===== src/layer_settings.svh =====
`ifndef LAYER_SETTINGS_SVH
`define LAYER_SETTINGS_SVH

// Layer dimensions
`define NUM_INPUTS 15
`define NUM_NEURONS 4
`define COEF_SLOTS (`NUM_INPUTS + 1)   // Last slot is the bias

// Flow control
`define HOST_CREDITS 4     // Host skid FIFO depth
`define VECTOR_SLOTS 2     // Result vectors buffered in the drain
`define OUT_CREDITS 8      // Largest grant the sink may hold out

`endif

===== src/nnDataPkg.sv =====
package nnDataPkg;

	// Activation, coefficient, product and sum all share one word
	typedef logic [15:0] activation_t;

	typedef logic [3:0] coefIndex_t;

	typedef logic [3:0] neuronIndex_t;

endpackage


===== src/neuronNode.sv =====
`timescale 1ns/10ps
`include "layer_settings.svh"

module neuronNode
	import nnDataPkg::*;
(
	input logic clk,
	input logic reset,
	input logic coefWrite,
	input coefIndex_t coefIndex,
	input activation_t coefValue,
	input activation_t [`NUM_INPUTS-1:0] vecActs,
	input logic vecValid,
	output activation_t nodeResult,
	output logic nodeValid
);
	activation_t coefs [`COEF_SLOTS];
	activation_t [`NUM_INPUTS-1:0] actReg;
	activation_t sumNext;
	activation_t sumReg;
	logic actValid;
	logic sumValid;

	always_ff @(posedge clk)
	begin
		if (reset)
		begin
			for (int i = 0; i < `COEF_SLOTS; i++)
				coefs[i] <= '0;
		end
		else if (coefWrite)
			coefs[coefIndex] <= coefValue;
	end

	// Products and sum wrap at 16 bits
	always_comb
	begin
		activation_t product;
		sumNext = coefs[`NUM_INPUTS];    // Bias
		for (int i = 0; i < `NUM_INPUTS; i++)
		begin
			product = actReg[i] * coefs[i];
			sumNext = sumNext + product;
		end
	end

	always_ff @(posedge clk)
	begin
		if (vecValid)
			actReg <= vecActs;
		if (actValid)
			sumReg <= sumNext;
		if (sumValid)
			nodeResult <= sumReg[15] ? '0 : sumReg;    // ReLU
	end

	always_ff @(posedge clk)
	begin
		if (reset)
		begin
			actValid <= 1'b0;
			sumValid <= 1'b0;
			nodeValid <= 1'b0;
		end
		else
		begin
			actValid <= vecValid;
			sumValid <= actValid;
			nodeValid <= sumValid;
		end
	end

	assert property (@(posedge clk) disable iff (reset)
		coefWrite |-> !(actValid || sumValid || nodeValid))
		else $error("neuronNode: coefficient written under a live vector");

endmodule


===== config.mk =====
export PLATFORM = sky130hd
export DESIGN_NAME = neuronNode
export DESIGN_NICKNAME = d
export VERILOG_FILES = /design/src/nnDataPkg.sv /design/src/neuronNode.sv
export VERILOG_INCLUDE_DIRS = /design/src
export SDC_FILE = /design/constraint.sdc
export NUM_CORES = 2
export LEC_CHECK = 0
export BUFFER_PORTS_ARGS = -buffer_cell sky130_fd_sc_hd__buf_4
export CAP_MARGIN = 25
export CORE_MARGIN = 4
export CORE_UTILIZATION = 50
export DETAILED_ROUTE_END_ITERATION = 8
export PLACE_DENSITY = 0.69
export SLEW_MARGIN = 20
export SYNTH_ARGS = -nofsm -noshare
export SYNTH_HDL_FRONTEND = slang
export SYNTH_SLANG_ARGS = --single-unit
export TNS_END_PERCENT = 50

===== constraint.sdc =====
create_clock -name clk -period 10.1 [get_ports clk]
set_input_delay 1.515 -clock clk [delete_from_list [all_inputs] [get_ports clk]]
set_output_delay 1.515 -clock clk [all_outputs]
set_load 0.01 [all_outputs]

Yosys cells after proc, flatten, opt, wreduce, memory -nomap -nowiden:

Memories as Yosys holds them, arrays and structs flattened.
Index checks and enable logic that the tools add are counted.

* memories: 1
* memory bits (writable): 256
* input port bits: 264
* logic and storage cells: 61
* bits in registers: 275

* add/subtract/negate cells: 15
* multiply operators: 15
* muxes and demuxes: 8
* reduce and logical (&&, ||, !) cells: 1

Memories
* coefs: words 16, bits a word 16, read ports 16, clocked after memory_dff 0, write ports 16, line neuronNode.sv:17 `` activation_t coefs [`COEF_SLOTS]; ``

Operators with widths (number)
* adder 16 bit: 15
* multiplier 16 x 16 -> 16 bit: 15
* two-way mux 16 bit: 1
* OR reduction 16 bit: 1
* two-way mux 1 bit: 6
* two-way mux 4 bit: 1

Logic depth before layout (Yosys ltp):

* depth in word-level cells: 16
* depth in mapped cells: 37

Worst setup path after synthesis:

Ideal clock, no wire load.

* kind: reg2reg
* start: memory coefs[14][0] (netlist name)
* end: register sumReg[15], data pin
* arrival: 9134 ps
* data required time: 9831 ps
* cell stages (with the launch flop): 33
* path slack: 697 ps
* cell sequence: edfxtp_1 clkbuf_1 and2_1 fa_1 fa_1 inv_1 fa_1 inv_1 fa_1 fa_1 inv_1 fa_1 fa_1 inv_1 fa_1 inv_1 fa_1 fa_1 fa_1 inv_1 fa_1 inv_1 fa_1 xnor2_1 xnor2_1 xnor2_1 xnor2_1 xnor2_1 xnor2_1 xnor2_1 xnor2_1 xnor2_1 xor3_1

RTL lines
* start: declaration: line neuronNode.sv:17
* end signal: assignment: line neuronNode.sv:52 `sumReg <= sumNext;`
* end: declaration: line neuronNode.sv:20 `activation_t sumReg;`

Worst setup path in the final report:

* start: register actReg[213] (netlist name)
* end: register sumReg[15], data pin

* cells in the longest elaborated chain, start to end: 3

Ends and longest elaborated chain
* start: declaration: line neuronNode.sv:18 `` activation_t [`NUM_INPUTS-1:0] actReg; ``
* start signal: assignment: line neuronNode.sv:50 `actReg <= vecActs;`
* multiplier 16 x 16 -> 16 bit: line neuronNode.sv:42 `product = actReg[i] * coefs[i];`
* adder 16 bit (2 in series): line neuronNode.sv:43 `sumNext = sumNext + product;`
* net sumNext[15]: line neuronNode.sv:19 `activation_t sumNext;`

The timed path passes the listed nets, and every way through them passes these cells.
A chain may end at the register's enable or synchronous reset.

==> impl_metrics.env <==
export IMPL_dp_hpwl_mm=201
export IMPL_ys_seq_area_share_pct=19.8
export IMPL_cts_htree_levels=3
export IMPL_grt_max_degree=111
export IMPL_tightestPinTransition_ns=1.13
export IMPL_rr_worst_depth=30
export IMPL_endpoint_kind="flop"
export IMPL_slew_viol_final=0
export IMPL_min_path_type="reg -> reg"
export IMPL_fmax_mhz=102
export IMPL_r2r_start="actReg[213]$_DFFE_PP_"
export IMPL_path_clk_slew_ns=0.07
export IMPL_synth_async_reset_ratio_pct=0
export IMPL_root_buffer="clkbuf_16"
export IMPL_yosysWarnings=0
export IMPL_slowest_stage="fa_1"
export IMPL_rows=146
export IMPL_port_buffers=279
export IMPL_final_setup_tns_ns=0
export IMPL_syn_inst=7771
export IMPL_crit_type="reg -> reg"
export IMPL_synthTopCellsByCount="1849 x inv_1, 1550 x fa_1, 1205 x and2_1, 1089 x nand2_1, 690 x ha_1"
export IMPL_whs_ns=0.532
export IMPL_core_area_um2=159000
export IMPL_die_y_um=408
export IMPL_synth_area_leaders="fa_1 39%, edfxtp_1 20%, ha_1 11%, and2_1 9.4%, inv_1 8.7%"
export IMPL_ys_ff_latch=530
export IMPL_antenna_found_initial=27
export IMPL_overflow=0
export IMPL_numCtsBuffers=68
export IMPL_dr_first_iter_drc_count=4608
export IMPL_yosysTopAreaCell="fa_1"
export IMPL_grt_pass1_wl_mm=366
export IMPL_io_pins=281
export IMPL_rrSetupSlack_ns=0.30
export IMPL_holdPathStages=1
export IMPL_ys_flop_type="edfxtp_1"
export IMPL_syn2layout_area_growth_pct=10.7
export IMPL_finalHoldViolCount=0
export IMPL_fin_crit_sh_pct=97.1
export IMPL_clock_skew_ns=0.0516
export IMPL_synth_nets=10300
export IMPL_placed_area_um2=85900
export IMPL_syn_area_um2=80100
export IMPL_rr_endpoint="sumReg[15]$_DFFE_PP_"
export IMPL_nNetsFinal=10700
export IMPL_synth_top_area_share_pct=38.7
export IMPL_cts_tree="done"
export IMPL_die_area_um2=167000
export IMPL_ctsHoldBuffers=0
export IMPL_dr_total_vias=54100
export IMPL_drive_gt1_share_pct=9.22
export IMPL_drt_total_wl_mm=242
export IMPL_syn_avg_cell_area_um2=10.3
export IMPL_hold_path_end="nodeResult[1]$_SDFFCE_PP0P_"
export IMPL_avgRoutedWirePerCell_um=23.3
export IMPL_clkLatencyLatePin_ns=0.73
export IMPL_yosysMostFrequentCell="inv_1"
export IMPL_firstDrtPassIters=6
export IMPL_first_global_vias=58600
export IMPL_chipWidth_um=408
export IMPL_hp_start="sumReg[1]$_DFFE_PP_"
export IMPL_fin_crit_ns=9.80
export IMPL_grtUsageTotal_pct=29.7
export IMPL_yosysUniqueCellTypes=31
export IMPL_synth_edf_count=527
export IMPL_start_util_pct=50.5
export IMPL_worst_path_most_repeated_cell="fa_1"
export IMPL_cts_num_sinks=530
export IMPL_clk_path_buf_depth=3
export IMPL_critPathArrivalTime_ns=10.28
export IMPL_drtAntennaViolNets=0
export IMPL_gp_congestion=0.994
export IMPL_crit_required_ns=10.58
export IMPL_fin_area_um2=88600
export IMPL_status="finished, final reports clean"
export IMPL_crit_path_start_kind="flop"
export IMPL_finalSetupViolations=0
export IMPL_maxCapViolations=0
export IMPL_worst_path_max_fanout=6
export IMPL_slew_headroom_pct=23.9
export IMPL_cpPeakStageDelay_ns=0.62
export IMPL_fillers=13700
export IMPL_remaining_drc_errors=0
export IMPL_viasPerCell=5.23
[layout by cell type, fill, tap and decap left out, types with 6 or more instances in the layout]
master / netlist / final
inv_1: 1849 / 1849
fa_1: 1550 / 1542
and2_1: 1205 / 1205
nand2_1: 1089 / 1089
ha_1: 690 / 690
buf_4: 7 / 613
edfxtp_1: 527 / 527
xnor2_1: 398 / 398
xor2_1: 83 / 83
clkbuf_16: 0 / 70
diode_2: 0 / 39
nor2b_1: 21 / 21
nor2_1: 19 / 19
or2_2: 16 / 16
clkbuf_1: 217 / 10
clkinv_1: 0 / 9
fa_2: 0 / 8
clkinvlp_4: 0 / 8
bufinv_16: 0 / 8
o21ai_0: 9 / 7
a21oi_1: 6 / 6
inv_6: 0 / 6
[metal layers]
layer / wire length [um] / track usage (%) / vias up
li1: - / - / 23400
met1: 92800 / 38.5 / 27800
met2: 116000 / 48.9 / 2404
met3: 21200 / 5.68 / 486
met4: 11600 / 12.5 / 6
met5: 42 / 0 / -
[through the flow]
step / cells / worst slack (ns) / utilization [%]
finish: 10300 / 0.296 / 55.8
global route: 10300 / -0.0123 / 55.8
CTS: 10300 / 0.00457 / 55.6
detailed placement: 10100 / -0.0690 / 54.1
global placement: 10100 / -0.0954 / 54.1
floorplan: 7771 / 0.697 / -
[cell families after synthesis]
group | synth area share, %
AND/OR/NAND/NOR | 15.0
adder cells (fa/ha/maj) | 49.5
buffers and inverters | 10.1
flip-flops | 19.8
XOR/XNOR | 5.37
AO/OA/AOI/OAI | 0.141
other | 0.00468
[layout make-up]
type / instances / area, um2 / share of cell area, %
sequential: 530 / 15900 / 17.9
clock buffer: 82 / 1820 / 2.05
timing repair buffer: 617 / 4680 / 5.28
tap: 2072 / 2590 / 2.92
inverter: 1849 / 6940 / 7.83
multi-input combinational: 5117 / 56200 / 63.4
clock inverter: 41 / 474 / 0.535
antenna: 39 / 97.6 / 0.110
[critical path, delay by kind of cell (launching register included)]
family                   cells  cell delay [ns]
XOR/XNOR                     1             0.34
buffers and inverters        8             0.75
AND/OR/NAND/NOR              1             0.16
AO/OA/AOI/OAI                6             1.07
flip-flops                   1             0.43
adder cells (fa/ha/maj)     14             6.81
[sequential cells by signal, indices dropped and copies added (netlist names)]
name	count
sumReg	16
actReg	240
nodeValid	1
actValid	1
sumValid	1
nodeResult	15
coefs	256
[worst max-delay path by stage]
stage / slack, ns / start / to / cells after the start
global route: -0.01 / coefs[13][2]$_SDFFCE_PN0P_ / sumReg[15]$_DFFE_PP_ / 30
global placement: -0.1 / coefs[9][4]$_SDFFCE_PN0P_ / sumReg[15]$_DFFE_PP_ / 31
CTS: 0.005 / coefs[9][5]$_SDFFCE_PN0P_ / sumReg[15]$_DFFE_PP_ / 31
detailed placement: -0.07 / coefs[9][4]$_SDFFCE_PN0P_ / sumReg[15]$_DFFE_PP_ / 31
finish: 0.30 / actReg[213]$_DFFE_PP_ / sumReg[15]$_DFFE_PP_ / 30
floorplan: 0.70 / coefs[14][0]$_SDFFCE_PN0P_ / sumReg[15]$_DFFE_PP_ / 32
[timing repair]
action | CTS | global route
pin swaps | 0 | 11
resized for setup | 0 | 14
buffers inserted | 6 | 35
setup endpoints to repair | 1 | 2
Power is not shown: default switching activity piles up to over one toggle a cycle in this logic, so the estimate is an artifact.
