--- src/layer_settings.svh ---
`ifndef LAYER_SETTINGS_SVH
`define LAYER_SETTINGS_SVH

// Layer dimensions
`define NUM_INPUTS 15
`define NUM_NEURONS 4
`define COEF_SLOTS (`NUM_INPUTS + 1)   // Last slot is the bias

// Flow control
`define HOST_CREDITS 4     // Host skid FIFO depth
`define VECTOR_SLOTS 2     // Result vectors buffered in the drain
`define OUT_CREDITS 8      // Largest grant the sink may hold out

`endif
--- src/nnDataPkg.sv ---
package nnDataPkg;

	// Activation, coefficient, product and sum all share one word
	typedef logic [15:0] activation_t;

	typedef logic [3:0] coefIndex_t;

	typedef logic [3:0] neuronIndex_t;

endpackage

--- src/resultDrain.sv ---
`timescale 1ns/10ps
`include "layer_settings.svh"

module resultDrain
	import nnDataPkg::*;
(
	input logic clk,
	input logic reset,
	input activation_t [`NUM_NEURONS-1:0] nodeResult,
	input logic [`NUM_NEURONS-1:0] nodeValid,
	input logic outCredit,
	output activation_t outResult,
	output neuronIndex_t outNeuron,
	output logic outLast,
	output logic outValid,
	output logic vectorFreed
);
	localparam int slotPtrWidth = $clog2(`VECTOR_SLOTS);
	localparam int slotCntWidth = $clog2(`VECTOR_SLOTS + 1);
	localparam int creditWidth = $clog2(`OUT_CREDITS + 1);

	activation_t [`NUM_NEURONS-1:0] vecMem [`VECTOR_SLOTS];
	logic [slotPtrWidth-1:0] wrSlot;
	logic [slotPtrWidth-1:0] rdSlot;
	logic [slotCntWidth-1:0] slotCount;
	logic [creditWidth-1:0] credits;
	neuronIndex_t neuronCount;     // Next neuron to send from the head vector
	logic storeVector;
	logic sendResult;
	logic lastResult;
	logic popVector;

	function automatic logic [slotPtrWidth-1:0] bumpSlot(input logic [slotPtrWidth-1:0] slot);
		if (slot == slotPtrWidth'(`VECTOR_SLOTS - 1))
			return '0;
		return slot + 1'b1;
	endfunction

	assign storeVector = nodeValid[0];    // Neurons run in lockstep
	assign sendResult = slotCount != '0 && credits != '0;
	assign lastResult = neuronCount == neuronIndex_t'(`NUM_NEURONS - 1);
	assign popVector = sendResult && lastResult;

	always_ff @(posedge clk)
	begin
		if (storeVector)
			vecMem[wrSlot] <= nodeResult;
		if (sendResult)
		begin
			outResult <= vecMem[rdSlot][neuronCount];
			outNeuron <= neuronCount;
			outLast <= lastResult;
		end
	end

	always_ff @(posedge clk)
	begin
		if (reset)
		begin
			wrSlot <= '0;
			rdSlot <= '0;
			slotCount <= '0;
			credits <= '0;
			neuronCount <= '0;
			outValid <= 1'b0;
			vectorFreed <= 1'b0;
		end
		else
		begin
			if (storeVector)
				wrSlot <= bumpSlot(wrSlot);
			if (popVector)
				rdSlot <= bumpSlot(rdSlot);
			slotCount <= slotCount + slotCntWidth'(storeVector) - slotCntWidth'(popVector);
			credits <= credits + creditWidth'(outCredit) - creditWidth'(sendResult);
			if (popVector)
				neuronCount <= '0;
			else if (sendResult)
				neuronCount <= neuronCount + 1'b1;
			outValid <= sendResult;
			// Slot is free once its last result is out
			vectorFreed <= popVector;
		end
	end

	assert property (@(posedge clk) disable iff (reset)
		storeVector |-> slotCount < slotCntWidth'(`VECTOR_SLOTS))
		else $error("resultDrain: vector arrived with no free slot");

	assert property (@(posedge clk) disable iff (reset)
		(&nodeValid) == (|nodeValid))
		else $error("resultDrain: neuron valids out of step");

endmodule

--- config.mk ---
export PLATFORM = sky130hd
export DESIGN_NAME = resultDrain
export DESIGN_NICKNAME = d
export VERILOG_FILES = /design/src/nnDataPkg.sv /design/src/resultDrain.sv
export VERILOG_INCLUDE_DIRS = /design/src
export SDC_FILE = /design/constraint.sdc
export NUM_CORES = 1
export LEC_CHECK = 0
export ABC_AREA = 0
export BUFFER_PORTS_ARGS = -buffer_cell sky130_fd_sc_hd__buf_2
export CELL_PAD_IN_SITES_DETAIL_PLACEMENT = 1
export CELL_PAD_IN_SITES_GLOBAL_PLACEMENT = 1
export CORE_MARGIN = 10
export CORE_UTILIZATION = 40
export DETAILED_ROUTE_END_ITERATION = 16
export MAX_ROUTING_LAYER = met4
export PLACE_DENSITY = 0.76
export SLEW_MARGIN = 25
export SYNTH_ARGS = -nofsm -noshare
export SYNTH_HDL_FRONTEND = slang
export SYNTH_SLANG_ARGS = --single-unit
--- constraint.sdc ---
create_clock -name clk -period 5.5 [get_ports clk]
set_input_delay 0.275 -clock clk [delete_from_list [all_inputs] [get_ports clk]]
set_output_delay 0.275 -clock clk [all_outputs]
set_load 0.01 [all_outputs]
# Yosys cells after proc, flatten, opt, wreduce, memory -nomap -nowiden
# Memory sizes are Yosys's and may differ from the RTL's. A register that Yosys moved wholly into a read port is not among the register bits.
# Cells that the tools add are included.
# op_classes
eq_ne,1
n_reduce_logical,5
n_lt_le_gt_ge,1
addsub,7
mux,16
# op_table
operator,n
$bmux 16 s2,1
$mux 16,1
$mux 1,14
$add 4x1->4,1
$add 4x1->4 const B,1
$eq 4x2->1 const B,1
$lt 4x3->1 const B,1
$reduce_bool 4->1,1
$sub 4x1->4,1
$add 1x1->1 const B,2
$add 2x1->2,1
$logic_and 1x1->1,2
$reduce_bool 2->1,1
$reduce_or 2->1,1
$sub 2x1->2,1
# word_totals
inputBits,71
output_inout_bits,23
ram_bits,128
ff_bits,35
n_memories,1
# mem_list
memory,depth,word_bits,read_ports,rd_ports_with_merged_regs,write_ports,line_no,rtl
vecMem,2,64,1,1,1,resultDrain.sv:22,activation_t [`NUM_NEURONS-1:0] vecMem [`VECTOR_SLOTS];

# Depth between registers and ports, before layout
# Gate-level depths: netlist of run 1.
# depth
ltp_word,8
ltp_mapped,12

# Worst setup path after synthesis of run 1
# Ideal clock, no wire load.
# synth_timing
path_type,register to register
start,register wrSlot
end,memory vecMem[0][0] (netlist bit) (enable)
stages_incl_launch_ff,2
path_buffers,0
setup_slack_ns,1.833
setup_ns,0.494
synth_period_minus_slack_ns,3.667
required_ns,5.006
t_arrival_ns,3.173
cell_sequence,dfxtp_1 -> nor2b_1
# synth_lines
element,line_no,rtl
"start, declared",resultDrain.sv:23,logic [slotPtrWidth-1:0] wrSlot;
"start signal, assigned",resultDrain.sv:71,wrSlot <= bumpSlot(wrSlot);
"end, declared",resultDrain.sv:22,
# No word-level cell before the write port.

# Worst setup path after layout of run 1
# layout_timing
start,register neuronCount[0]
end,register slotCount[1]
# layout_via
elab_chain_len,3
# layout_lines
element,line_no,rtl
"start, declared",resultDrain.sv:27,neuronIndex_t neuronCount;
"start signal, assigned",resultDrain.sv:79,neuronCount <= neuronCount + 1'b1;
$eq 4x2->1,resultDrain.sv:41,assign lastResult = neuronCount == neuronIndex_t'(`NUM_NEURONS - 1);
$logic_and 1x1->1,resultDrain.sv:42,assign popVector = sendResult && lastResult;
net popVector,resultDrain.sv:31,logic popVector;
$sub 2x1->2,resultDrain.sv:74,slotCount <= slotCount + slotCntWidth'(storeVector) - slotCntWidth'(popVector);
"end signal, assigned",resultDrain.sv:74,
"end, declared",resultDrain.sv:25,logic [slotCntWidth-1:0] slotCount;
# The timed path passes the listed nets, and every way through them passes these cells.
# A chain may end at the register's enable or synchronous reset.

==> results.sh, run 1 <==
export IMPL_yosysWarnings=0
export IMPL_drtIter0Drc=168
export IMPL_antenna_found_initial=0
export IMPL_peakVddDrop_mv=0.195
export IMPL_synth_edf_count=149
export IMPL_cp_slowest_cell="dfxtp_2"
export IMPL_met3WireLength_um=528
export IMPL_die_h_um=146
export IMPL_syn2layout_area_growth_pct=19.9
export IMPL_finClkSkew_ns=0.00831
export IMPL_hpwl_um=7890
export IMPL_power_total_uw=3080
export IMPL_cts_clk_slew_worst_paths_ns=0.06
export IMPL_synth_flop_cell="edfxtp_1"
export IMPL_postRouteAntennaNets=0
export IMPL_wire_per_inst_um=20.1
export IMPL_cts_tree="built"
export IMPL_post_synth_top_count_cell="edfxtp_1"
export IMPL_intPower_uw=2380
export IMPL_num_vias=3048
export IMPL_cts_sinks=164
export IMPL_synth_cell_types=30
export IMPL_drc=0
export IMPL_top_layer="met4"
export IMPL_slew_viol_final=0
export IMPL_clkPwrFrac_pct=37.1
export IMPL_status="finished, final reports clean"
export IMPL_seqPwrFrac_pct=50.7
export IMPL_synthTopCellsByCount="edfxtp_1, mux4_1, mux2_2"
export IMPL_track_usage_pct=12.3
export IMPL_numCtsBuffers=17
export IMPL_dp_cells=580
export IMPL_syn_area_per_cell_um2=22.0
export IMPL_worst_hold_path_type="input pin to flip-flop"
export IMPL_synth_cells=287
export IMPL_swShare_pct=22.9
export IMPL_hold_viol=0
export IMPL_synth_top_cell_area_share_pct=70.9
export IMPL_core_um2=15300
export IMPL_cp_common_cell="ha_1"
export IMPL_switchingPower_uw=706
export IMPL_critPathKind="flip-flop to flip-flop"
export IMPL_cts_root_buffer="clkbuf_16"
export IMPL_rsz0062_at_grt="false"
export IMPL_grt_overflow=0
export IMPL_combPwrFrac_pct=12.2
export IMPL_ys_ff_latch=164
export IMPL_final_cell_count_no_fill=612
export IMPL_syn_nets=367
export IMPL_die_area_um2=21200
export IMPL_cts_max_path_buffers=2
export IMPL_io_pins=94
export IMPL_worst_path_buf_inv=1
export IMPL_postCtsHoldBufs=0
export IMPL_drive_gt1_share_pct=36.9
export IMPL_met1_length_um=5180
export IMPL_tns_ns=0
export IMPL_critPathMaxStageDelay_ns=0.92
export IMPL_finalCritPeriodShare_pct=52.8
export IMPL_worstMarginPinSlew_ns=0.905
export IMPL_synth_top_area_cell="edfxtp_1"
export IMPL_cts_resized=0
export IMPL_synth_area_leaders="edfxtp_1, mux4_1, dfxtp_1"
export IMPL_insertion_delay_ns=0.42
export IMPL_p_per_area_nw_per_um2=407
export IMPL_slew_headroom_pct=39.7
export IMPL_ys_seq_area_share_pct=75.7
export IMPL_first_global_vias=3510
export IMPL_ys_async_sr_fraction_pct=0
export IMPL_cts_htree_levels=4
export IMPL_grt_pass1_wl_um=19300
export IMPL_maxCapViolCount=0
export IMPL_final_nets=468
export IMPL_worst_setup_path_start_kind="flip-flop"
export IMPL_routabilityCongestion=0.703
export IMPL_setup_viol=0
export IMPL_viasPerCell=4.98
export IMPL_cp_top_family="flip-flops"
export IMPL_path_cells="ha_1, or3b_2, nor3_4, ha_1, inv_1, ha_1, xor2_1, and2_1, nor3_1"
export IMPL_start_util_pct=41.2
export IMPL_arrival_ns=3.20
export IMPL_postCtsSetupRepairBufs=0
export IMPL_route_met2_wl_um=6440
export IMPL_grt_max_degree=65
export IMPL_rows=45
export IMPL_syn_area_um2=6310
export IMPL_port_buffers=90
export IMPL_routed_wl_um=12300
export IMPL_worstSetupEndpointType="flip-flop"
export IMPL_required_ns=5.80
export IMPL_period_needed_ns=2.90
export IMPL_dr_pass1_iters=6
export IMPL_die_w_um=146
export IMPL_cp_max_fo=37
export IMPL_antenna_cells_inserted=0
export IMPL_leakagePower_uw=0.00272
export IMPL_max_freq_mhz=344
kinds of logic after synthesis:
family	synth area share [%]
AO/OA/AOI/OAI	0.952
XOR/XNOR	0.417
adder cells (fa/ha/maj)	1.90
buffers and inverters	1.83
flip-flops	75.7
multiplexers	16.5
AND/OR/NAND/NOR	2.72
path summary, 6_finish.rpt:
path | end | slack (ns) | cells past startpoint | start
setup / recovery | slotCount[1] | 2.60 | 9 | neuronCount[0]
hold / removal | vecMem[0][7] | 0.04 | 1 | nodeResult[7]
setup reg to reg | slotCount[1] | 2.60 | 9 | neuronCount[0]
hold reg to reg | slotCount[1] | 0.52 | 2 | slotCount[1]
final cells by class:
type,count,area [um^2]
inverter,11,41.3
timing repair buffer,93,473
tap,211,264
sequential,164,4780
clock buffer,30,569
clock inverter,2,10.0
fill,1440,7750
multi-input combinational,101,1430
power by group through the flow:
| stage | Combinational, uW | Sequential (uW) | Clock (uW) |
|---|---|---|---|
| floorplan | 241 | 1570 | 0 |
| global placement | 362 | 1580 | 0 |
| detailed placement | 388 | 1590 | 0 |
| CTS | 389 | 1570 | 1170 |
| global route | 428 | 1570 | 1230 |
| finish | 377 | 1560 | 1140 |
sequential cells by signal (all words and copies together) (netlist names), named ones only:
register / flops
credits: 4
neuronCount: 4
outLast: 1
outNeuron: 4
outResult: 16
outValid: 1
rdSlot: 1
slotCount: 2
vecMem: 128
vectorFreed: 1
wrSlot: 1
cells in the final DEF, fill, tap and decap left out, drive strengths merged:
cell / instances
xor2: 2
clkinv: 2
nor3: 3
or4b: 1
nor2b: 5
nor3b: 1
a21o: 1
nor2: 8
and2: 2
or4: 2
buf: 93
or3: 1
mux4: 32
a21oi: 5
inv: 11
nand3: 1
mux2: 19
xnor2: 1
o21ai: 4
clkbuf: 30
or3b: 1
fa: 1
or2: 1
nand3b: 1
dfxtp: 15
o31ai: 1
edfxtp: 149
ha: 8
per-layer routing:
layer  up-vias  global-route usage [%]
li1       1389                       -
met1      1566                    13.4
met2        78                    20.6
met3        15                    4.47
met4         0                    4.10
met5         -                       -
through the flow:
step	utilization (%)	hold WS, ns	worst slack, ns	cell area (um^2)
final	49.4	0.0430	2.60	7560
after global routing	49.4	0.0188	2.37	7560
after CTS	49.4	0.0188	2.53	7560
after detailed placement	45.6	0.468	2.54	6990
after global placement	45.6	0.462	2.59	6980
after floorplan	-	0.347	1.83	6310
Note: power is estimated with default switching activity, not from simulation.
==> run 2: changes to the inputs <==
--- a/config.mk
+++ b/config.mk
@@ -6,7 +6,7 @@
 export SDC_FILE = /design/constraint.sdc
 export NUM_CORES = 1
 export LEC_CHECK = 0
-export ABC_AREA = 0
+export ABC_AREA = 1
 export BUFFER_PORTS_ARGS = -buffer_cell sky130_fd_sc_hd__buf_2
 export CELL_PAD_IN_SITES_DETAIL_PLACEMENT = 1
 export CELL_PAD_IN_SITES_GLOBAL_PLACEMENT = 1
@@ -14,7 +14,7 @@
 export CORE_UTILIZATION = 40
 export DETAILED_ROUTE_END_ITERATION = 16
 export MAX_ROUTING_LAYER = met4
-export PLACE_DENSITY = 0.76
+export PLACE_DENSITY = 0.8
 export SLEW_MARGIN = 25
 export SYNTH_ARGS = -nofsm -noshare
 export SYNTH_HDL_FRONTEND = slang
==> constraint.sdc (replaced) <==
create_clock -name clk -period 2.7 [get_ports clk]
set_input_delay 0.135 -clock clk [delete_from_list [all_inputs] [get_ports clk]]
set_output_delay 0.135 -clock clk [all_outputs]
set_load 0.01 [all_outputs]
==> results.sh, run 2 <==
export IMPL_status="finished, final reports clean"
export IMPL_hold_viol=0
export IMPL_max_freq_mhz=488
export IMPL_min_path_cells=3
export IMPL_cts_max_path_buffers=2
export IMPL_route_met2_wl_um=8860
export IMPL_antenna_found_initial=0
export IMPL_path_cells="inv_1, ha_1, a21oi_2, ha_1, inv_1, ha_1, inv_1, fa_1, xor2_1, nor2_1"
export IMPL_numCtsBuffers=17
export IMPL_synth_cell_types=22
export IMPL_ys_async_sr_fraction_pct=0
export IMPL_cts_sinks=164
export IMPL_max_flop_register="vecMem"
export IMPL_finalCritPeriodShare_pct=75.9
export IMPL_synth_top_area_cell="edfxtp_1"
export IMPL_insertion_delay_ns=0.43
export IMPL_rows=46
export IMPL_final_nets=782
export IMPL_syn_area_um2=6470
export IMPL_die_h_um=147
export IMPL_num_vias=4540
export IMPL_post_synth_top_count_cell="edfxtp_1"
export IMPL_hold_path_startpoint="nodeValid[0]"
export IMPL_start_util_pct=40.7
export IMPL_routed_wl_um=17200
export IMPL_required_ns=3.01
export IMPL_routabilityCongestion=0.723
export IMPL_port_buffers=90
export IMPL_period_needed_ns=2.05
export IMPL_arrival_ns=2.36
export IMPL_synthTopCellsByCount="edfxtp_1, nor2_1, nand2_1"
export IMPL_drtIter0Drc=307
export IMPL_hpwl_um=10500
export IMPL_cts_resized=0
export IMPL_yosysWarnings=0
export IMPL_met3WireLength_um=757
export IMPL_cts_tree="built"
export IMPL_rrSetupSlack_ns=0.65
export IMPL_tns_ns=0
export IMPL_whs_endpoint="wrSlot"
export IMPL_grt_max_degree=65
export IMPL_hold_ws_ns=0.0188
export IMPL_synth_cells=544
export IMPL_top_layer="met4"
export IMPL_io_pins=94
export IMPL_wire_per_inst_um=18.5
export IMPL_finClkSkew_ns=0.00563
export IMPL_rr_worst_depth=10
export IMPL_worstSetupEndpointType="flip-flop"
export IMPL_rsz0062_at_grt="false"
export IMPL_cp_slowest_cell="fa_1"
export IMPL_slew_headroom_pct=50.1
export IMPL_die_area_um2=21700
export IMPL_setup_viol=0
export IMPL_cts_htree_levels=4
export IMPL_worst_hold_path_type="input pin to flip-flop"
export IMPL_largest_reg_flops=128
export IMPL_met1_length_um=7390
export IMPL_grt_overflow=0
export IMPL_ys_ff_latch=164
export IMPL_peakVddDrop_mv=0.437
export IMPL_leakagePower_uw=0.00333
export IMPL_synth_top_cell_area_share_pct=69.1
export IMPL_first_global_vias=4944
export IMPL_synth_edf_count=149
export IMPL_grt_pass1_wl_um=26800
export IMPL_core_um2=15900
export IMPL_syn_nets=624
export IMPL_slew_viol_final=0
export IMPL_final_cell_mix="edfxtp_1, nor2_1, nand2_1, buf_2, dlygate4sd3_1"
export IMPL_synth_area_leaders="edfxtp_1, nor2_1, nand2_1"
export IMPL_postRouteAntennaNets=0
export IMPL_antenna_cells_inserted=0
export IMPL_critPathKind="flip-flop to flip-flop"
export IMPL_syn_area_per_cell_um2=11.9
export IMPL_final_common_cell="edfxtp_1"
export IMPL_die_w_um=147
export IMPL_worst_path_buf_inv=3
export IMPL_cp_max_fo=2
export IMPL_worstMarginPinSlew_ns=0.748
export IMPL_p_per_area_nw_per_um2=796
export IMPL_critPathMaxStageDelay_ns=0.37
export IMPL_drc=0
export IMPL_track_usage_pct=16.5
export IMPL_ys_seq_area_share_pct=73.8
export IMPL_cts_root_buffer="clkbuf_16"
export IMPL_drive_gt1_share_pct=19.2
export IMPL_reg_top3="vecMem (128), outResult (16)"
export IMPL_r2r_start="credits[2]"
export IMPL_worst_setup_path_start_kind="flip-flop"
export IMPL_cp_top_family="adder cells"
export IMPL_maxCapViolCount=0
export IMPL_dr_pass1_iters=4
export IMPL_cts_clk_slew_worst_paths_ns=0.06
export IMPL_viasPerCell=4.88
export IMPL_r2r_end="credits[2]"
export IMPL_synth_flop_cell="edfxtp_1"
export IMPL_syn2layout_area_growth_pct=29.3
[run 2: cell types whose count changed after synthesis, sizes merged, moves of 6 or more]
cell,before,now
buf,6,22
inv,11,22
mux2,19,0
mux4,32,0
nand2,0,98
nand3,1,7
nor2,8,142
o21ai,4,65
[run 2: what timing repair did]
item / CTS / global route
buffers inserted: 0 / 0
hold buffers: 65 / 0
hold endpoints to repair: 133 / 0
[run 2: per-layer routing]
metal	vias to the layer above	track usage, %
li1	2160	-
met1	2247	19.0
met2	118	27.5
met3	15	4.36
met4	0	5.15
met5	-	-
[run 2: cell type report]
cell class                 count  area [um^2]
clock buffer                  18          429
timing repair buffer         163         1170
tap                          216          270
inverter                      22         85.1
sequential                   164         4780
fill                        1695         7520
multi-input combinational    334         1470
clock inverter                14          163
[run 2: worst register-to-register path: stages (launching register included)]
cell and delay (ns):
dfxtp_1 0.31, inv_1 0.06, ha_1 0.22, a21oi_2 0.16, ha_1 0.24, inv_1 0.06, ha_1 0.17, inv_1 0.06
fa_1 0.37, xor2_1 0.19, nor2_1 0.08
[run 2: where the power goes]
| part | switching, uW | leakage, uW | internal, uW |
|---|---|---|---|
| registers | 79.7 | 0.00152 | 3040 |
| clock network | 978 | 0.000283 | 1450 |
| logic | 709 | 0.00152 | 402 |
[run 2: how the worst max path moves through the flow]
stage | cells after the start | to | slack (ns) | startpoint
after floorplan | 10 | credits[2] | 0.14 | credits[2]
after global routing | 11 | slotCount[1] | 0.55 | credits[2]
after CTS | 10 | credits[2] | 0.63 | credits[2]
final | 10 | credits[2] | 0.65 | credits[2]
after detailed placement | 10 | credits[2] | 0.66 | credits[2]
after global placement | 10 | credits[2] | 0.81 | credits[2]
[run 2: kinds of logic (layout without fill, tap and decap cells)]
group           count (synthesis)  after routing  synth area share, %
fa+ha+maj                       9              9                 1.86
flops                         164            164                 73.8
compound gates                 72             72                 5.57
xor+xnor                        3              3                0.406
buf+inv                        46            217                 3.67
simple gates                  250            250                 14.7
[run 2: through the flow]
step | area (um^2) | utilization (%) | setup slack [ns] | total power (uW) | instances
3_5_place_dp | 7130 | 44.9 | 0.661 | 4210 | 834
5_1_grt | 8370 | 52.7 | 0.549 | 6990 | 931
6_report | 8370 | 52.7 | 0.649 | 6660 | 931
2_1_floorplan | 6480 | - | 0.141 | 3800 | 544
4_1_cts | 8370 | 52.7 | 0.628 | 6720 | 931
3_3_place_gp | 7120 | 44.8 | 0.808 | 4130 | 834
