==> config.mk <==
export PLATFORM = sky130hd
export DESIGN_NAME = inputGather
export DESIGN_NICKNAME = d
export VERILOG_FILES = /design/src/hostLinkPkg.sv /design/src/nnDataPkg.sv /design/src/inputGather.sv
export VERILOG_INCLUDE_DIRS = /design/src
export SDC_FILE = /design/constraint.sdc
export NUM_CORES = 1
export LEC_CHECK = 0
export ABC_AREA = 1
export BUFFER_PORTS_ARGS = -buffer_cell sky130_fd_sc_hd__buf_4
export CAP_MARGIN = 40
export CORE_MARGIN = 2
export CORE_UTILIZATION = 39
export CTS_CLUSTER_SIZE = 8
export DETAILED_ROUTE_END_ITERATION = 8
export RECOVER_POWER = 50
export SLEW_MARGIN = 40
export SYNTH_ARGS = -nofsm -noshare
export SYNTH_HDL_FRONTEND = slang
export SYNTH_SLANG_ARGS = --single-unit
==> constraint.sdc <==
create_clock -name clk -period 3.26 [get_ports clk]
set_clock_uncertainty 0.1 [all_clocks]
set_input_delay 0.489 -clock clk [delete_from_list [all_inputs] [get_ports clk]]
set_output_delay 0.489 -clock clk [all_outputs]
set_load 0.02 [all_outputs]
==> src/layer_settings.svh <==
`ifndef LAYER_SETTINGS_SVH
`define LAYER_SETTINGS_SVH

// Layer dimensions
`define NUM_INPUTS 15
`define NUM_NEURONS 4
`define COEF_SLOTS (`NUM_INPUTS + 1)   // Last slot is the bias

// Flow control
`define HOST_CREDITS 4     // Host skid FIFO depth
`define VECTOR_SLOTS 2     // Result vectors buffered in the drain
`define OUT_CREDITS 8      // Largest grant the sink may hold out

`endif
==> src/hostLinkPkg.sv <==
package hostLinkPkg;

	typedef enum logic
	{
		KIND_SAMPLE = 1'b0,
		KIND_COEF = 1'b1
	} hostKind_e;

	typedef struct packed
	{
		hostKind_e kind;
		logic [14:0] unused;
		logic [15:0] act;
	} hostSample_s;

	typedef struct packed
	{
		hostKind_e kind;
		logic [6:0] unused;
		logic [3:0] neuron;
		logic [3:0] slot;     // NUM_INPUTS selects the bias
		logic [15:0] value;
	} hostCoef_s;

	// Kind bit is the MSB of both views
	typedef union packed
	{
		hostSample_s sample;
		hostCoef_s coef;
	} hostWord_u;

endpackage

==> src/nnDataPkg.sv <==
package nnDataPkg;

	// Activation, coefficient, product and sum all share one word
	typedef logic [15:0] activation_t;

	typedef logic [3:0] coefIndex_t;

	typedef logic [3:0] neuronIndex_t;

endpackage

==> src/inputGather.sv <==
`timescale 1ns/10ps
`include "layer_settings.svh"

module inputGather
	import nnDataPkg::*;
	import hostLinkPkg::*;
(
	input logic clk,
	input logic reset,
	input hostWord_u inWord,
	input logic inValid,
	input logic vectorFreed,
	output logic inCredit,
	output logic [`NUM_NEURONS-1:0] coefWrite,
	output coefIndex_t coefIndex,
	output activation_t coefValue,
	output activation_t [`NUM_INPUTS-1:0] vecActs,
	output logic vecValid
);
	localparam int ptrWidth = $clog2(`HOST_CREDITS);
	localparam int cntWidth = $clog2(`HOST_CREDITS + 1);
	localparam int creditWidth = $clog2(`VECTOR_SLOTS + 1);
	localparam int sampleWidth = $clog2(`NUM_INPUTS + 1);

	hostWord_u fifoMem [`HOST_CREDITS];
	logic [ptrWidth-1:0] wrPtr;
	logic [ptrWidth-1:0] rdPtr;
	logic [cntWidth-1:0] fifoCount;
	logic [creditWidth-1:0] vecCredits;
	logic [sampleWidth-1:0] sampleCount;
	hostWord_u headWord;
	logic vectorFull;    // All samples held, waiting for a vector credit
	logic creditsHome;
	logic popSample;
	logic popCoef;
	logic lastSample;
	logic sendVector;

	function automatic logic [ptrWidth-1:0] bumpPtr(input logic [ptrWidth-1:0] ptr);
		if (ptr == ptrWidth'(`HOST_CREDITS - 1))
			return '0;
		return ptr + 1'b1;
	endfunction

	assign headWord = fifoMem[rdPtr];
	assign vectorFull = sampleCount == sampleWidth'(`NUM_INPUTS);
	assign creditsHome = vecCredits == creditWidth'(`VECTOR_SLOTS);

	// Coefficients only change while no vector is in flight
	assign popSample = fifoCount != '0 && headWord.sample.kind == KIND_SAMPLE && !vectorFull;
	assign popCoef = fifoCount != '0 && headWord.coef.kind == KIND_COEF && creditsHome;
	assign lastSample = popSample && sampleCount == sampleWidth'(`NUM_INPUTS - 1);
	assign sendVector = (vectorFull || lastSample) && vecCredits != '0;

	always_ff @(posedge clk)
	begin
		if (inValid)
			fifoMem[wrPtr] <= inWord;
	end

	always_ff @(posedge clk)
	begin
		if (reset)
		begin
			wrPtr <= '0;
			rdPtr <= '0;
			fifoCount <= '0;
			inCredit <= 1'b0;
		end
		else
		begin
			if (inValid)
				wrPtr <= bumpPtr(wrPtr);
			if (popSample || popCoef)
				rdPtr <= bumpPtr(rdPtr);
			fifoCount <= fifoCount + cntWidth'(inValid) - cntWidth'(popSample || popCoef);
			inCredit <= popSample || popCoef;    // One credit back per popped word
		end
	end

	always_ff @(posedge clk)
	begin
		if (popSample)
			vecActs[sampleCount] <= headWord.sample.act;
		if (popCoef)
		begin
			coefIndex <= headWord.coef.slot;
			coefValue <= headWord.coef.value;
		end
	end

	always_ff @(posedge clk)
	begin
		if (reset)
		begin
			sampleCount <= '0;
			vecCredits <= creditWidth'(`VECTOR_SLOTS);
			vecValid <= 1'b0;
			coefWrite <= '0;
		end
		else
		begin
			vecValid <= sendVector;
			vecCredits <= vecCredits - creditWidth'(sendVector) + creditWidth'(vectorFreed);
			if (sendVector)
				sampleCount <= '0;
			else if (popSample)
				sampleCount <= sampleCount + 1'b1;
			// Out of range neuron numbers shift out and write nothing
			coefWrite <= popCoef ? (`NUM_NEURONS'(1) << headWord.coef.neuron) : '0;
		end
	end

	assert property (@(posedge clk) disable iff (reset)
		inValid |-> fifoCount < cntWidth'(`HOST_CREDITS))
		else $error("inputGather: host wrote into a full skid FIFO");

	assert property (@(posedge clk) disable iff (reset)
		vecCredits <= creditWidth'(`VECTOR_SLOTS))
		else $error("inputGather: more vector credits than drain slots");

endmodule

* Yosys cells after proc, flatten, opt, wreduce, memory -nomap -nowiden
Memories as Yosys holds them, arrays and structs flattened. A register that Yosys moved wholly into a read port is not among the register bits. Index checks and enable logic that the tools add are counted. W data, S select, Z words.
Storage, ports and cells: flip-flop bits (word level) 279, bits in latches 0, RAM bits 128, ROM bits 0, output and inout port bits 266, memories kept 1
Memories:
- fifoMem | depth 4, bits a word 32, read ports 1, clocked after Yosys merged registers in 1, wr ports 1, RTL line inputGather.sv:25 | hostWord_u fifoMem [`HOST_CREDITS];
Cells by class: $add $sub $neg 7, multipliers 0, div/mod/pow operators 0, order comparisons 2, eq/ne operators 5, shift-type cells 1, mux-type cells 17, bitwise operators 2, reduce and logical (&&, ||, !) cells 14
Operator list (count):
- $bwmux W240 | 1
- $demux W16 S4 | 1
- $mux W16 | 1
- $mux W2 | 6
- $eq A4 B4 Y1 const B | 2
- $mux W1 | 8
- $logic_and A1 B1 Y1 | 7
- $eq A2 B2 Y1 const B | 3
- $lt A4 B5 Y1 const B | 1
- $add A2 B1 Y2 const B | 2
- $add A4 B1 Y4 const B | 1
- $ge A4 B1 Y1 const B | 1
- $reduce_or A2 Y1 | 2
- $shl A1 B4 Y4 const A | 1
- $add A3 B1 Y3 | 1
- $reduce_bool A3 Y1 | 1
- $sub A3 B1 Y3 | 1
- $add A2 B1 Y2 | 1
- $logic_or A1 B1 Y1 | 2
- $not A1 Y1 | 2
- $reduce_bool A2 Y1 | 1
- $sub A2 B1 Y2 | 1
- $logic_not A1 Y1 | 1

* Longest topological paths before layout
Gate-level depths: netlist (run 1).
word-level depth 9, mapped depth 14, depth with buffers taken out 13

* Worst setup path before layout (run 1)
No wires, ideal clock.
path type flip-flop to flip-flop, from register sampleCount[0], to register vecActs[100] in the netlist's numbering, enable pin, data arrival time 2106 ps, required time 2751 ps, slack 645 ps, cell stages (with the launch flop) 8, period minus slack after synthesis 2615 ps, path through dfxtp_1 -> ha_1 -> nand3_2 -> nand2_1 -> inv_1 -> nand2_2 -> buf_6 -> nor3_1
Between the ends: longest elaborated chain between the ends 3
Ends and longest elaborated chain:
- start, declared | RTL line inputGather.sv:30 | logic [sampleWidth-1:0] sampleCount;
- start signal, assigned | RTL line inputGather.sv:108 | sampleCount <= sampleCount + 1'b1;
- $eq A4 B4 Y1 | RTL line inputGather.sv:46 | assign vectorFull = sampleCount == sampleWidth'(`NUM_INPUTS);
- $logic_not A1 Y1 | RTL line inputGather.sv:50 | assign popSample = fifoCount != '0 && headWord.sample.kind == KIND_SAMPLE && !vectorFull;
- $logic_and A1 B1 Y1 | RTL line inputGather.sv:50
- end signal, assigned by index | RTL line inputGather.sv:84 | vecActs[sampleCount] <= headWord.sample.act;
- end, declared | RTL line inputGather.sv:17 | output activation_t [`NUM_INPUTS-1:0] vecActs,
No other way between the ends. A chain may end at the register's enable or synchronous reset.

* Worst setup path in the final report (run 1)
from register sampleCount[0], to register fifoCount[2]
Between the ends: longest elaborated chain between the ends 5
Ends and longest elaborated chain:
- $eq A4 B4 Y1 | RTL line inputGather.sv:46
- $logic_not A1 Y1 | RTL line inputGather.sv:50
- $logic_and A1 B1 Y1 | RTL line inputGather.sv:50
- $logic_or A1 B1 Y1 | RTL line inputGather.sv:76 | fifoCount <= fifoCount + cntWidth'(inValid) - cntWidth'(popSample || popCoef);
- $sub A3 B1 Y3 | RTL line inputGather.sv:76
- end signal, assigned | RTL line inputGather.sv:76
- end, declared | RTL line inputGather.sv:28 | logic [cntWidth-1:0] fifoCount;
No other way between the ends.

==> results of run 1 <==
cell usage in the layout, fill, tap and decap left out, types with 3 or more instances in the layout:
master     netlist  routed
edfxtp_1       360     360
clkbuf_1        11     325
nor2_1          68      60
clkbuf_16        0      54
nand2_1         41      43
o21ai_0         43      43
inv_1           33      33
buf_4            3      33
dfxtp_1         21      21
o22ai_1         20      18
ha_1            13      13
nor2_2           4      12
nand3_1         10      12
a21oi_1          6       6
xor2_1           4       4
or2_2            4       4
nor3_2           0       3
o21ai_1          3       3
nand2_2          4       3
clkbuf_2         0       3
final cells by class:
type                            count  share of cell area, %
Clock buffer                       84                   9.16
Clock inverter                      2                  0.225
Inverter                           36                  0.863
Multi-Input combinational cell    235                   8.02
Sequential cell                   381                   69.8
Tap cell                          442                   3.44
Timing Repair Buffer              332                   8.53
routing by layer:
| metal | global-route usage, % | vias to the layer above |
|---|---|---|
| li1 | - | 3223 |
| met1 | 22.7 | 3422 |
| met2 | 28.9 | 292 |
| met3 | 4.62 | 51 |
| met4 | 4.16 | 0 |
| met5 | 0 | - |
through the flow:
step	hold slack (ns)	total power, µW	setup slack (ns)	util, %
2_1_floorplan	0.389	7860	0.645	-
3_3_place_gp	0.416	9070	0.585	48.6
3_5_place_dp	0.421	9110	0.544	48.6
4_1_cts	0.0137	14100	0.487	53.2
5_1_grt	0.0895	14300	0.141	49.7
6_report	0.101	13700	0.388	49.7
critical path: stages, from the launching register on:
cell	delay (ns)
dfxtp_1	0.41
ha_1	0.25
nand3_1	0.14
nand2_1	0.10
inv_1	0.06
nand2_2	0.22
nand2_1	0.18
ha_1	0.30
inv_1	0.04
ha_1	0.18
fa_1	0.39
or2_2	0.31
a21oi_1	0.13
power by group through the flow:
stage | Clock, µW | Combinational, µW | Sequential, µW
floorplan | 0 | 1080 | 6790
global placement | 0 | 2560 | 6510
detailed placement | 0 | 2600 | 6510
CTS | 5060 | 2610 | 6420
global route | 5280 | 2610 | 6450
finish | 4930 | 2320 | 6420
sequential cells by signal (all words and copies together), names as in the netlist, named ones only:
name	cells
coefWrite	4
vecActs	240
sampleCount	4
vecCredits	2
wrPtr	2
vecValid	1
rdPtr	2
fifoMem	100
coefValue	16
fifoCount	3
coefIndex	4
inCredit	1
path summary, 6_finish.rpt:
check / end / slack [ns] / depth (start not counted)
worst max-delay path: fifoCount[2] / 0.39 / 12
worst min-delay path: fifoMem[3][1] / 0.10 / 1
worst max register to register: fifoCount[2] / 0.39 / 12
worst min register to register: wrPtr[1] / 0.43 / 2
cells by family after synthesis:
group	after synthesis	share of synthesized area, %
buffers and inverters	55	1.95
AOI/OAI and AO/OA	75	3.23
adders and majority gates	14	1.44
and+or+nand+nor	141	4.80
DFF	381	88.2
xor gates and xnor gates	5	0.344
==> impl_results.md, run 1 <==
- Max IR drop VDD: 424 µV
- Startpoint Class: flop
- Total grt overflow: 0
- CTS Hold Buffers Added: 0
- FFs w/ async S/R, synth: 0%
- 1st-iter DRT viols: 581
- Critical Path RT: 3.64 ns
- Layout Cells excl Fill: 1512
- Reg clk slew, reported paths: 0.05 ns
- Sequential element share of the synthesized area: 88.2%
- Worst Min Path Start: inWord[1]
- PortBufs: 294
- Via density per instance: 4.62
- Flop pwr share: 46.9%
- Antenna-violating nets left: 0
- FF/Latch Area: 11200 µm²
- Outcome: finished, violations left
- Largest net degree at the start of global routing: 47
- Internal Power: 9850 µW
- Multi-input gate area: 1290 µm²
- Total Routed Length: 30.7 mm
- CTS root buf: clkbuf_16
- CP endpoint kind: flop
- Mapped cell area: 12700 µm²
- Crit-path max FO: 11
- Netlist cell types: 30
- CTS tree: done
- Clock Power Share: 36.1%
- Layout fillers: 2952
- Failing checks: max-capacitance violations, max-slew violations
- Initial antenna violation count: 0
- Area of the core: 32400 µm²
- Max_cap viols: 4
- Min-Delay Path Class: input pin to flop
- Residual DRC: 0
- Switching Share: 27.9%
- Post-DP HPWL: 19.1 mm
- Leak: 0.00537 µW
- Final GP Congestion: 0.749
- Final hold violations: 0
- Synth area leader: edfxtp_1
- Setup tns final: 0 ns
- Crit share post-route: 88.1%
- Pwr dens: 849 nW/µm²
- Post-CTS Resized: 0
- Met1 WL: 13.0 mm
- Routed length on met3: 2.55 mm
- Die width: 185 µm
- Post-CTS Setup Inserts: 0
- Seq cells post-synth: 381
- Clock buffer depth: 3
- Fmax: 0.348 GHz
- Vias in the first global route: 6836
- Crit Path Class: flop to flop
- CTS Sinks: 381
- Synth Net Count: 721
- Most numerous cell in the Yosys netlist: edfxtp_1
- # H-tree levels: 2
- Area share of the largest cell type after synthesis: 84.9%
- Worst-margin pin slew: 1.67 ns
- Tot GR Track Use: 17.3%
- RSZ-0062 raised after global routing: no
- IO Count: 302
- WL met2: 14.6 mm
- Arr. time, crit path: 3.25 ns
- Logic pwr share: 17.0%
- P&R area growth vs syn: 26.5%
- Max layer used: met4
- EDFF count, synth: 360
- Share of layout cells above drive strength 1: 11.5%
- Syn Inst Count: 671
- Yosys warnings: 0
- Antenna diode count: 0
- Final instance area: 16100 µm²
- Drt pass-1 iters: 5
- CTS Buf Count: 53
- NetSw: 3820 µW
- Worst slew margin relative to its limit: -11.0%
- Initial Util: 39.3%
- Skew-Pair Late Insertion Delay: 0.55 ns
- First-pass GRT wire length: 43.6 mm
- Row count: 66
- Final setup fails: 0
- Synth cell count leaders: edfxtp_1, nor2_1, o21ai_0, nand2_1, inv_1
- Tmin final: 2.87 ns
- R2r startpoint: sampleCount[0]
- Top_reg_cell synth: edfxtp_1
- Nets: 1089
- Placed inst area: 15700 µm²
- Mean Syn Cell Area: 19.0 µm²
- Crit. Startpoint: sampleCount[0]
- Area of the die: 34100 µm²
- Fin. max-slew vios: 100
- Inst Count DP: 1426
- WL per Instance: 20.3 µm
- Die Y-Extent: 185 µm
- Synth area leaders: edfxtp_1, dfxtp_1, nor2_1, o21ai_0, ha_1
- Vias: 6988
No activity file was read; power rests on OpenSTA's default activity.
==> run 2: changes to the inputs <==
==> constraint.sdc (replaced) <==
create_clock -name clk -period 2.9 [get_ports clk]
set_clock_uncertainty 0.1 [all_clocks]
set_input_delay 0.435 -clock clk [delete_from_list [all_inputs] [get_ports clk]]
set_output_delay 0.435 -clock clk [all_outputs]
set_load 0.02 [all_outputs]
==> impl_results.md, run 2 (same netlist as run 1, synthesis figures left out) <==
- Outcome: finished, violations left
- Failing checks: max-capacitance violations, max-slew violations
- Die width: 185 µm (unchanged)
- Initial antenna violation count: 0 (unchanged)
- Antenna-violating nets left: 0 (unchanged)
- Leak: 0.00559 µW (+4.1%)
- RSZ-0062 raised after global routing: no
- Residual DRC: 0 (unchanged)
- First-pass GRT wire length: 43.2 mm (-1.0%)
- Antenna diode count: 0 (unchanged)
- CP endpoint kind: flop
- CTS tree: done
- Largest Register: vecActs
- # H-tree levels: 2 (unchanged)
- Pwr dens: 936 nW/µm² (+10%)
- Final GP Congestion: 0.746 (-0.36%)
- Crit share post-route: 89.1% (+0.98 points)
- Drt pass-1 iters: 5 (unchanged)
- Total grt overflow: 0 (unchanged)
- Setup slack at placement: 0.386 ns (-0.158 ns)
- Tot GR Track Use: 17.3% (-0.079 points)
- Area of the core: 32400 µm² (unchanged)
- Largest net degree at the start of global routing: 39 (-17%)
- Final hold violations: 0 (unchanged)
- Max IR drop VDD: 664 µV (+56%)
- Reg clk slew, reported paths: 0.05 ns (about the same)
- CTS Sinks: 381 (unchanged)
- Commonest cells after routing, fill and taps aside: edfxtp_1, clkbuf_1, nor2_1, buf_4, clkbuf_16
- Total Routed Length: 30.7 mm (+0.21%)
- Clock buffer depth: 3 (unchanged)
- Critical path's most frequent cell: ha_1
- Via density per instance: 4.57 (-1.1%)
- Initial Util: 39.3% (unchanged)
- IO Count: 302 (unchanged)
- Tmin final: 2.58 ns (-0.289 ns)
- CP peak stage delay: 0.41 ns (about the same)
- WL per Instance: 19.9 µm (-2.0%)
- Nets: 1121 (+2.9%)
- Share of layout cells above drive strength 1: 13.8% (+2.3 points)
- CTS root buf: clkbuf_16
- Max_cap viols: 3 (-1)
- Arr. time, crit path: 2.96 ns (-0.29 ns)
- Worst-margin pin slew: 1.70 ns (+0.0357 ns)
- Final core occ: 50.9% (+1.2 points)
- PortBufs: 294 (unchanged)
- Post-DP HPWL: 19.1 mm (about the same)
- Startpoint Class: flop
- Commonest non-fill, non-tap cell in the layout: edfxtp_1
- Crit Path Class: flop to flop
- Vias: 7064 (+1.1%)
- Fmax: 0.387 GHz (+11%)
- Final setup fails: 0 (unchanged)
- Critical Path RT: 3.27 ns (-0.37 ns)
- WHS: 0.0758 ns (-0.0255 ns)
- Area of the die: 34100 µm² (unchanged)
- Skew-Pair Late Insertion Delay: 0.54 ns (about the same)
- CP max stage cell: dfxtp_1
- CP cell instances: ha_1, nand3_1, nand2_1, inv_1, nand2_1, nand2_4, ha_1, inv_1, ha_1, fa_1, or2_2, a21oi_1
- CP delay by family, top: adder cells
- Fin. max-slew vios: 78 (-22%)
- Top flop regs: vecActs (240), fifoMem (100), coefValue (16)
- Vias in the first global route: 6736 (-1.5%)
- Crit path buffers/inverters: 2 (unchanged)
- Setup ws final: 0.317 ns (-0.0712 ns)
- 1st-iter DRT viols: 471 (-19%)
- Crit-path max FO: 5 (-6)
- Worst slew margin relative to its limit: -13.4% (-2.4 points)
- Setup tns final: 0 ns (unchanged)
- Layout fillers: 2836 (-3.9%)
- Row count: 66 (unchanged)
- Min-Delay Path Class: input pin to flop
- CTS Buf Count: 53 (unchanged)
- Die Y-Extent: 185 µm (unchanged)
- Max FFs per register: 240 (unchanged)
- P&R area growth vs syn: 29.4%
==> run 2: cell count changes in the layout (fill, tap and decap cells not counted), sizes merged <==
cell | previous run | this run
buf | 33 | 59
dlygate4sd3 | 0 | 25
clkbuf | 383 | 366
clkinvlp | 1 | 0
inv | 36 | 37
==> run 2: repair_timing <==
item / in CTS / in global routing
gates resized for setup: 0 / 0
buffers inserted: 0 / 0
hold buffers: 25 / 0
hold endpoints to repair: 100 / 0
==> run 2: path summary, 6_finish.rpt <==
kind                                     start            end  slack [ns]  depth (start not counted)
worst max register to register  sampleCount[0]   fifoCount[2]        0.32                         12
worst max-delay path            sampleCount[0]   fifoCount[2]        0.32                         12
worst min-delay path                     reset  vecCredits[0]        0.08                          2
worst min register to register        rdPtr[1]       rdPtr[1]        0.43                          2
==> run 2: per-stage QoR <==
step	power (µW)	std cells	instance area (µm²)
3_3_place_gp	10200	1433	15800
5_1_grt	16100	1546	16500
4_1_cts	15800	1546	17500
3_5_place_dp	10300	1433	15800
6_report	15400	1546	16500
2_1_floorplan	8840	671	12700
==> run 2: area by class of cell <==
type,count,area [µm²],share of cell area [%]
Clock buffer,86,1470,8.93
Clock inverter,2,36.3,0.220
Inverter,36,140,0.851
Multi-Input combinational cell,235,1290,7.84
Sequential cell,381,11200,68.2
Tap cell,442,553,3.36
Timing Repair Buffer,364,1750,10.6
==> run 2: power by group <==
part / internal, µW / total [µW] / leakage (µW) / switching (µW)
logic: 665 / 2700 / 0.00143 / 2040
registers: 7060 / 7210 / 0.00344 / 147
clock network: 3420 / 5520 / 0.000720 / 2100
total: 11100 / 15400 / 0.00559 / 4280
==> run 2: metal layers <==
metal  vias to the layer above  share of wire [%]  track usage, %
met5                         -                  0               0
met4                         0                1.6            4.32
met3                        42                7.0            4.05
met2                       274                 47            28.3
met1                      3451                 44            23.3
li1                       3297                  -               -
